--- config.mk ---
export PLATFORM = sky130hd
export DESIGN_NAME = decode_stage_flat
export DESIGN_NICKNAME = d
export VERILOG_FILES = /design/src/rv_isa_pkg.sv /design/src/rv_pipe_pkg.sv /design/src/id_ex_if.sv /design/src/decode_stage.sv /design/src/flat_wrapper.sv
export VERILOG_INCLUDE_DIRS = /design/src /design/src/src
export SDC_FILE = /design/constraint.sdc
export NUM_CORES = 2
export LEC_CHECK = 0
export ABC_AREA = 1
export BUFFER_PORTS_ARGS = -buffer_cell sky130_fd_sc_hd__buf_2
export CAP_MARGIN = 20
export CORE_ASPECT_RATIO = 0.9
export CORE_MARGIN = 5
export CORE_UTILIZATION = 40
export CTS_BUF_LIST = sky130_fd_sc_hd__clkbuf_8
export DETAILED_ROUTE_END_ITERATION = 10
export PLACE_DENSITY = 0.65
export RECOVER_POWER = 25
export SLEW_MARGIN = 20
export SYNTH_ARGS = -nofsm -noshare
export SYNTH_HDL_FRONTEND = slang
export SYNTH_SLANG_ARGS = --single-unit
--- constraint.sdc ---
create_clock -name clk -period 32.9 [get_ports clk]
set_input_delay 1.645 -clock clk [delete_from_list [all_inputs] [get_ports clk]]
set_output_delay 1.645 -clock clk [all_outputs]
set_load 0.01 [all_outputs]
--- src/rv_consts.svh ---
`ifndef RV_CONSTS_SVH
`define RV_CONSTS_SVH

// architectural word width.
`define RV_XLEN 32

// integer register file size, x0 included.
`define RV_NREGS 32

// local instruction memory, in 32-bit words.
`define RV_IMEM_WORDS 256
`define RV_IMEM_AW 8

`endif

--- src/rv_isa_pkg.sv ---
`include "rv_consts.svh"

package rv_isa_pkg;

    typedef logic [`RV_XLEN-1:0] word_t;
    typedef logic [$clog2(`RV_NREGS)-1:0] reg_addr_t;
    typedef logic [2:0] funct3_t;
    typedef logic [6:0] funct7_t;

    // only the opcodes this core executes.
    typedef enum logic [6:0] {
        OPC_OP     = 7'b0110011,
        OPC_OP_IMM = 7'b0010011,
        OPC_LUI    = 7'b0110111,
        OPC_AUIPC  = 7'b0010111,
        OPC_JAL    = 7'b1101111,
        OPC_JALR   = 7'b1100111,
        OPC_BRANCH = 7'b1100011
    } opcode_e;

    // funct3 for OP and OP_IMM.
    localparam funct3_t F3_ADD  = 3'b000;
    localparam funct3_t F3_SLL  = 3'b001;
    localparam funct3_t F3_SLT  = 3'b010;
    localparam funct3_t F3_SLTU = 3'b011;
    localparam funct3_t F3_XOR  = 3'b100;
    localparam funct3_t F3_SR   = 3'b101;
    localparam funct3_t F3_OR   = 3'b110;
    localparam funct3_t F3_AND  = 3'b111;

    // funct3 for BRANCH.
    localparam funct3_t F3_BEQ  = 3'b000;
    localparam funct3_t F3_BNE  = 3'b001;
    localparam funct3_t F3_BLT  = 3'b100;
    localparam funct3_t F3_BGE  = 3'b101;
    localparam funct3_t F3_BLTU = 3'b110;
    localparam funct3_t F3_BGEU = 3'b111;

    // sub and sra select.
    localparam funct7_t F7_ALT  = 7'b0100000;

endpackage

--- src/rv_pipe_pkg.sv ---
package rv_pipe_pkg;

    typedef enum logic [3:0] {
        ALU_ADD,
        ALU_SUB,
        ALU_SLL,
        ALU_SLT,
        ALU_SLTU,
        ALU_XOR,
        ALU_SRL,
        ALU_SRA,
        ALU_OR,
        ALU_AND
    } alu_op_e;

    typedef enum logic [1:0] {
        KIND_ALU,
        KIND_BRANCH,
        KIND_JUMP
    } ctrl_kind_e;

    // operand a source.
    typedef enum logic [1:0] {
        SRC_RS1,
        SRC_PC,
        SRC_ZERO
    } src_sel_e;

endpackage

--- src/id_ex_if.sv ---
`timescale 1ns/1ps

interface id_ex_if;
    import rv_isa_pkg::*;
    import rv_pipe_pkg::*;

    logic       valid;
    word_t      pc;
    word_t      op1;
    word_t      op2;
    word_t      imm;
    alu_op_e    alu_op;
    src_sel_e   a_sel;
    logic       use_imm;
    ctrl_kind_e kind;
    funct3_t    funct3;
    logic       wb_en;
    reg_addr_t  rd;

    modport producer (
        output valid, pc, op1, op2, imm, alu_op, a_sel, use_imm,
        output kind, funct3, wb_en, rd
    );

    modport consumer (
        input valid, pc, op1, op2, imm, alu_op, a_sel, use_imm,
        input kind, funct3, wb_en, rd
    );

endinterface

--- src/decode_stage.sv ---
`timescale 1ns/1ps
`include "rv_consts.svh"

module decode_stage (
    input  logic                  clk,
    input  logic                  rst,
    input  logic                  advance,
    input  logic                  if_valid,
    input  rv_isa_pkg::word_t     if_pc,
    input  rv_isa_pkg::word_t     if_instr,
    input  logic                  fwd_en,
    input  rv_isa_pkg::reg_addr_t fwd_rd,
    input  rv_isa_pkg::word_t     fwd_data,
    input  logic                  wb_en,
    input  rv_isa_pkg::reg_addr_t wb_rd,
    input  rv_isa_pkg::word_t     wb_data,
    id_ex_if.producer             dec_bus
);
    import rv_isa_pkg::*;
    import rv_pipe_pkg::*;

    word_t      regs [`RV_NREGS];
    opcode_e    opcode;
    funct3_t    funct3;
    funct7_t    funct7;
    reg_addr_t  rd;
    reg_addr_t  rs1;
    reg_addr_t  rs2;
    word_t      imm;
    alu_op_e    alu_op;
    src_sel_e   a_sel;
    logic       use_imm;
    ctrl_kind_e kind;
    logic       writes;

    assign opcode = opcode_e'(if_instr[6:0]);
    assign rd     = if_instr[11:7];
    assign funct3 = if_instr[14:12];
    assign rs1    = if_instr[19:15];
    assign rs2    = if_instr[24:20];
    assign funct7 = if_instr[31:25];

    function automatic alu_op_e alu_from_f3(funct3_t f3, logic alt);
        alu_op_e op;
        op = ALU_ADD;
        case (f3)
            F3_ADD:  op = alt ? ALU_SUB : ALU_ADD;
            F3_SLL:  op = ALU_SLL;
            F3_SLT:  op = ALU_SLT;
            F3_SLTU: op = ALU_SLTU;
            F3_XOR:  op = ALU_XOR;
            F3_SR:   op = alt ? ALU_SRA : ALU_SRL;
            F3_OR:   op = ALU_OR;
            F3_AND:  op = ALU_AND;
        endcase
        return op;
    endfunction

    // newest producer wins. x0 never matches.
    function automatic word_t bypass(reg_addr_t rs);
        word_t val;
        val = (rs == '0) ? '0 : regs[rs];
        if (wb_en && wb_rd == rs && rs != '0) begin
            val = wb_data;
        end
        if (fwd_en && fwd_rd == rs && rs != '0) begin
            val = fwd_data;
        end
        return val;
    endfunction

    always_comb begin
        imm     = '0;
        alu_op  = ALU_ADD;
        a_sel   = SRC_RS1;
        use_imm = 1'b0;
        kind    = KIND_ALU;
        writes  = 1'b0;
        case (opcode)
            OPC_OP: begin
                alu_op = alu_from_f3(funct3, funct7 == F7_ALT);
                writes = 1'b1;
            end
            OPC_OP_IMM: begin
                imm     = {{20{if_instr[31]}}, if_instr[31:20]};
                alu_op  = alu_from_f3(funct3, funct3 == F3_SR && funct7 == F7_ALT);
                use_imm = 1'b1;
                writes  = 1'b1;
            end
            OPC_LUI, OPC_AUIPC: begin
                imm     = {if_instr[31:12], 12'b0};
                a_sel   = (opcode == OPC_LUI) ? SRC_ZERO : SRC_PC;
                use_imm = 1'b1;
                writes  = 1'b1;
            end
            OPC_JAL: begin
                imm    = {{12{if_instr[31]}}, if_instr[19:12], if_instr[20],
                          if_instr[30:21], 1'b0};
                a_sel  = SRC_PC;
                kind   = KIND_JUMP;
                writes = 1'b1;
            end
            OPC_JALR: begin
                imm    = {{20{if_instr[31]}}, if_instr[31:20]};
                kind   = KIND_JUMP;
                writes = 1'b1;
            end
            OPC_BRANCH: begin
                imm  = {{20{if_instr[31]}}, if_instr[7], if_instr[30:25],
                        if_instr[11:8], 1'b0};
                kind = KIND_BRANCH;
            end
            default: ;
        endcase
    end

    always_ff @(posedge clk or posedge rst) begin
        if (rst) begin
            for (int i = 0; i < `RV_NREGS; i++) begin
                regs[i] <= '0;
            end
        end else if (advance && wb_en && wb_rd != '0) begin
            regs[wb_rd] <= wb_data;
        end
    end

    // operands follow the register file and both bypass sources.
    always_comb begin
        dec_bus.op1 = bypass(rs1);
        dec_bus.op2 = bypass(rs2);
    end

    assign dec_bus.valid   = if_valid;
    assign dec_bus.pc      = if_pc;
    assign dec_bus.imm     = imm;
    assign dec_bus.alu_op  = alu_op;
    assign dec_bus.a_sel   = a_sel;
    assign dec_bus.use_imm = use_imm;
    assign dec_bus.kind    = kind;
    assign dec_bus.funct3  = funct3;
    assign dec_bus.wb_en   = if_valid && writes && rd != '0;
    assign dec_bus.rd      = rd;

endmodule

--- src/flat_wrapper.sv ---
// flat-port wrapper written by rule: the top's interface ports become plain ports
module decode_stage_flat import rv_isa_pkg::*; import rv_pipe_pkg::*;
  (clk, rst, advance, if_valid, if_pc, if_instr, fwd_en, fwd_rd, fwd_data, wb_en, wb_rd, wb_data, dec_bus_valid, dec_bus_pc, dec_bus_op1, dec_bus_op2, dec_bus_imm, dec_bus_alu_op, dec_bus_a_sel, dec_bus_use_imm, dec_bus_kind, dec_bus_funct3, dec_bus_wb_en, dec_bus_rd);
  id_ex_if dec_bus_i ();
  input  logic clk;
  input  logic rst;
  input  logic advance;
  input  logic if_valid;
  input  rv_isa_pkg::word_t if_pc;
  input  rv_isa_pkg::word_t if_instr;
  input  logic fwd_en;
  input  rv_isa_pkg::reg_addr_t fwd_rd;
  input  rv_isa_pkg::word_t fwd_data;
  input  logic wb_en;
  input  rv_isa_pkg::reg_addr_t wb_rd;
  input  rv_isa_pkg::word_t wb_data;
  output wire logic [$bits(dec_bus_i.valid)-1:0] dec_bus_valid;
  output wire logic [$bits(dec_bus_i.pc)-1:0] dec_bus_pc;
  output wire logic [$bits(dec_bus_i.op1)-1:0] dec_bus_op1;
  output wire logic [$bits(dec_bus_i.op2)-1:0] dec_bus_op2;
  output wire logic [$bits(dec_bus_i.imm)-1:0] dec_bus_imm;
  output wire logic [$bits(dec_bus_i.alu_op)-1:0] dec_bus_alu_op;
  output wire logic [$bits(dec_bus_i.a_sel)-1:0] dec_bus_a_sel;
  output wire logic [$bits(dec_bus_i.use_imm)-1:0] dec_bus_use_imm;
  output wire logic [$bits(dec_bus_i.kind)-1:0] dec_bus_kind;
  output wire logic [$bits(dec_bus_i.funct3)-1:0] dec_bus_funct3;
  output wire logic [$bits(dec_bus_i.wb_en)-1:0] dec_bus_wb_en;
  output wire logic [$bits(dec_bus_i.rd)-1:0] dec_bus_rd;
  assign dec_bus_valid = dec_bus_i.valid;
  assign dec_bus_pc = dec_bus_i.pc;
  assign dec_bus_op1 = dec_bus_i.op1;
  assign dec_bus_op2 = dec_bus_i.op2;
  assign dec_bus_imm = dec_bus_i.imm;
  assign dec_bus_alu_op = dec_bus_i.alu_op;
  assign dec_bus_a_sel = dec_bus_i.a_sel;
  assign dec_bus_use_imm = dec_bus_i.use_imm;
  assign dec_bus_kind = dec_bus_i.kind;
  assign dec_bus_funct3 = dec_bus_i.funct3;
  assign dec_bus_wb_en = dec_bus_i.wb_en;
  assign dec_bus_rd = dec_bus_i.rd;
  decode_stage u_core (.clk(clk), .rst(rst), .advance(advance), .if_valid(if_valid), .if_pc(if_pc), .if_instr(if_instr), .fwd_en(fwd_en), .fwd_rd(fwd_rd), .fwd_data(fwd_data), .wb_en(wb_en), .wb_rd(wb_rd), .wb_data(wb_data), .dec_bus(dec_bus_i));
endmodule
# After elaboration in Yosys (flattened, before gate mapping)

Index checks and enable logic that the tools add are counted.

Word-level logic and storage cells: 112
Memories: 0
Bits in writable memories: 0
Bits in registers: 1024
Output and inout bits: 147
ROM bits: 0
Input bits: 144
Bits in latches: 0

$add $sub $neg: 0
Muxes and demuxes: 28
Reduce and logical (&&, ||, !) cells: 26
Shift-type cells: 0
Order comparisons: 4
Divide/modulo/power cells: 0
Equality and inequality tests: 19
Bitwise operators: 3
Multiply operators: 0

Operators with widths:

| operator                                                               | count |
|---|---|
| 1024-bit bitwise mux                                                   | 1 |
| 32-bit two-way mux                                                     | 11 |
| 32-bit binary-select mux with 5-bit select                             | 2 |
| 32-bit demux with 5-bit select                                         | 1 |
| 32-bit case mux with 4 select lines                                    | 1 |
| 4-bit case mux with 8 select lines                                     | 2 |
| 7-bit by 6-bit equality test with 1-bit output (second input constant) | 3 |
| 7-bit equality test (second input constant)                            | 3 |
| 5-bit equality test                                                    | 4 |
| 5-bit nonzero test                                                     | 4 |
| 6-bit >= comparator (second input constant)                            | 3 |
| 5-bit NOT with 6-bit output                                            | 3 |
| 7-bit by 5-bit equality test with 1-bit output (second input constant) | 2 |
| 1-bit logical AND                                                      | 14 |
| 3-bit equality test (second input constant)                            | 4 |
| 5-bit logical NOT                                                      | 2 |
| 2-bit case mux with 2 select lines                                     | 2 |
| 4-bit case mux with 2 select lines                                     | 1 |
| 3-bit by 2-bit equality test with 1-bit output (second input constant) | 2 |
| 6-bit by 1-bit < comparator with 1-bit output (second input constant)  | 1 |
| 1-bit two-way mux                                                      | 6 |
| 2-bit OR reduction                                                     | 3 |
| 6-bit OR reduction                                                     | 1 |
| 3-bit by 1-bit equality test with 1-bit output (second input constant) | 1 |
| other kinds (3)                                                        | 3 |

# Longest topological paths before layout

Word-level depth: 7
Depth in mapped cells: 12
Mapped depth without buffers: 10

# Least setup slack after synthesis

No wires, ideal clock.

Path type: input-to-output
From: input port if_instr[20]
To: output port dec_bus_op2[14]
Stages on the path: 11
Required time: 31255 ps
Data arrival time: 3106 ps
Slack: 28149 ps
Buffers on the path: 4
Cell sequence: buf_2 inv_1 buf_2 buf_2 clkbuf_1 nor2_1 o21ai_0 a21oi_1 nand2_1 nand3_1 a21oi_1

Word-level cells in the longest chain between the ends: 7
Elaborated cells on any way between the ends: 15
Classes of those cells: eq/ne: 2; mux: 6; bitwise: 1; reduce/logical: 6

RTL lines:

| item                                                   | RTL line           | text |
|---|---|---|
| start, declared                                        | flat_wrapper.sv:10 | `input rv_isa_pkg::word_t if_instr;` |
| 5-bit NOT with 6-bit output (not written as such)      | decode_stage.sv:62 | `val = (rs == '0) ? '0 : regs[rs];` |
| 32-bit binary-select mux with 5-bit select             | decode_stage.sv:62 |  |
| 32-bit two-way mux (not written as such) (2 in series) | decode_stage.sv:62 |  |
| 32-bit two-way mux                                     | decode_stage.sv:62 |  |
| 32-bit two-way mux                                     | decode_stage.sv:63 | `if (wb_en && wb_rd == rs && rs != '0) begin` |
| 32-bit two-way mux *                                   | decode_stage.sv:66 | `if (fwd_en && fwd_rd == rs && rs != '0) begin` |
| end, declared                                          | flat_wrapper.sv:20 | `output wire logic [$bits(dec_bus_i.op2)-1:0] dec_bus_op2;` |

Every way passes the cells marked *; elsewhere a longest branch is shown, timed or not. The select of a mux whose other input is x is not followed.

==> summary.txt <==
Status - finished, violations left
Failing checks - capacitance limit, slew limit
CTS Buf Count - 168
Max-slew headroom - -4.41
HPWL Detailed - 128000 um
Total global-route track usage - 0.290
Total grt overflow - 0
Vias - 62491
Setup repair bufs after CTS - 0
Most frequent cells in the layout - nand2_1, nand3_1, o21ai_0, inv_1, dfrtp_1
Final non-filler cell total - 10879
Syn avg cell area - 6.70 um2
Global-route wire length before repair - 362000 um
CTS root buf - clkbuf_8
Number of global-route vias before repair - 57842
Die H - 380 um
CTS Hold Bufs - 0
Layout area overhead - 7.68%
# nets final - 8903
Commonest non-fill, non-tap cell in the layout - nand2_1
WP buf/inv - 7
Worst path cell trace - buf_2 > clkinvlp_2 > clkbuf_1 > buf_4 > buf_4 > buf_4 > buf_4
Core ar. - 151000 um2
Sequential power share - 0.453
Drt initial violations - 8979
Slowest-stage cell, CP - clkbuf_1
Critical Path AT - 13.98 ns
DP Cell Count - 10573
Setup tns final - 0 ns
Sequential share of the synthesized area - 0.421
Regs by FF count - u_core.regs: 1024 flops
Max Slew Vio Count - 537
CP endpoint kind - async pin
Max Root-Sink Buffers - 3
FF-to-FF Start - u_core.regs[4]
Die Area - 160000 um2
Worst setup SP type - input port
RSZ-0062 raised after global routing - false
Reg clk slew, reported paths - 0.07 ns
Crit-path max cell delay - 5.85 ns
Final number of setup-violating endpoints - 0
Initial antenna violation count - 13
Residual DRC count - 0
Final Hold Viols - 0
Initial Utilization - 0.404
Cell variety after synth - 35
Max FO, Critical Path - 147
Worst slew pin tran - 8.12 ns
Top-level I/O count - 291
GPL Wtd Cong - 0.879
Cell Rows - 135
Synth Instances - 9084
Drt total wl - 242000 um
# port buffers - 226
Critical path startpoint - rst
H-tree levels - 4
Syn_nets - 9228
Yosys warns - 0
CP Class - in2async
Biggest register - u_core.regs
Cell repeated most along the worst path - buf_4
Fmax - 76.2 MHz
CTS tree - done
Final Power - 3.47 mW
Design internal power - 2.31 mW
Fin crit period - 13.12 ns
Largest net degree at the start of global routing - 219
Worst-skew pair later-pin latency - 0.88 ns
Clock power frac - 0.334
MaxCap Viol Count - 8
Leakage power - 31.6 nW
Antenna-violating nets left - 0
Share of the synthesized area in the top cell type - 0.421
Largest delay contributor family on the critical path - buffers and inverters
Post-cts sizing count - 0
Share of post-route cells with drive strength above 1 - 0.0735
WP data required - 33.76 ns
Die width - 421 um
Max reg flops - 1024
VDD IR-drop max - 0.0421 mV
Sw power - 1.16 mW
Pwr Density - 52.9 nW/um2
Mapped cell area - 60900 um2
DR pass1 iterations - 6
Clk sink count - 1024
Top cells by area, synth - dfrtp_1, nand2_1, nand3_1, o21ai_0, inv_1
Skew final - 0 ns
Register bit total from synthesis - 1024
Final period util - 0.399
Top cell type by total area after synthesis - dfrtp_1
HP Start - u_core.regs[1017]
Hold crit path type - reg2reg
FILL cells - 15393
Register area - 25600 um2
Multi-input gate area - 28300 um2
Sw Ratio - 0.335
Vias per cell - 5.74
WL/cell - 22.2 um
Comb power frac - 0.213
## final timing paths
kind,end,slack (ns),depth (start not counted)
worst max-delay path,u_core.regs[548],19.78,7
worst min-delay path,u_core.regs[1017],0.38,0
worst max register to register,u_core.regs[4],32.10,2
worst min register to register,u_core.regs[1017],0.38,0
max in group clk,dec_bus_op1[1],24.73,14
min in group asynchronous,u_core.regs[1017],2.27,2
## metal layers
metal  vias up  wire [um]  GRT usage
li1      28307          -          -
met1     29294      95300      0.391
met2      4117     103000      0.441
met3       771      29600     0.0651
met4         2      13200      0.146
met5         -         13          0
## worst register-to-register path, cell delays in order (launching register included)
cell	delay [ns]
dfrtp_1	0.39
nand2_1	0.07
o21ai_0	0.14
## Yosys cell counts
library cell,number
a21oi_1,261
a31oi_1,2
buf_1,71
buf_2,133
buf_4,41
buf_6,1
clkbuf_1,569
clkinv_1,4
dfrtp_1,1024
inv_1,990
inv_2,7
inv_4,1
nand2_1,2820
nand2_2,11
nand2_4,1
nand3_1,1383
nand3_2,1
nand3b_1,2
nand4_1,9
nor2_1,257
nor2_2,16
nor2_4,1
nor3_1,4
nor3_2,5
nor4_1,1
o211ai_1,193
o211ai_4,1
o21a_1,1
o21ai_0,1155
o21ai_1,53
o221ai_1,1
o22ai_1,1
or2_2,53
xnor2_1,7
xor2_1,4
## logic make-up (layout without fill, tap and decap cells)
kind of cell	count (synthesis)	count (layout)	synth area share
AND/OR/NAND/NOR	4564	4564	0.315
buffers and inverters	1817	1613	0.117
AO/OA/AOI/OAI	1668	1668	0.145
flip-flops	1024	1024	0.421
XOR/XNOR	11	11	0.00158
other	0	13	0
## power groups by stage
stage / Sequential [mW] / Combinational (mW) / Clock [mW]
after floorplan: 1.57 / 0.533 / 0
after global placement: 1.58 / 0.705 / 0
after detailed placement: 1.58 / 0.722 / 0
after CTS: 1.56 / 0.726 / 1.17
after global routing: 1.59 / 0.831 / 1.22
final: 1.57 / 0.737 / 1.16
## metrics by stage
stage | hold slack [ns] | util | instance area (um2) | worst slack [ns]
floorplan | 0.429 | - | 60900 | 2.44
global placement | 0.365 | 0.412 | 62200 | 24.75
detailed placement | 0.366 | 0.413 | 62200 | 24.72
CTS | 0.380 | 0.435 | 65600 | 24.71
global route | 0.386 | 0.435 | 65500 | 17.46
finish | 0.378 | 0.435 | 65600 | 19.78
## layout make-up
class,count,area share
Inverter,1002,0.0580
Clock inverter,79,0.00649
Multi-Input combinational cell,6243,0.431
Clock buffer,212,0.0445
Tap cell,1986,0.0379
Sequential cell,1024,0.391
Timing Repair Buffer,320,0.0307
Antenna cell,13,0.000496
No activity file was read; power rests on OpenSTA's default activity.
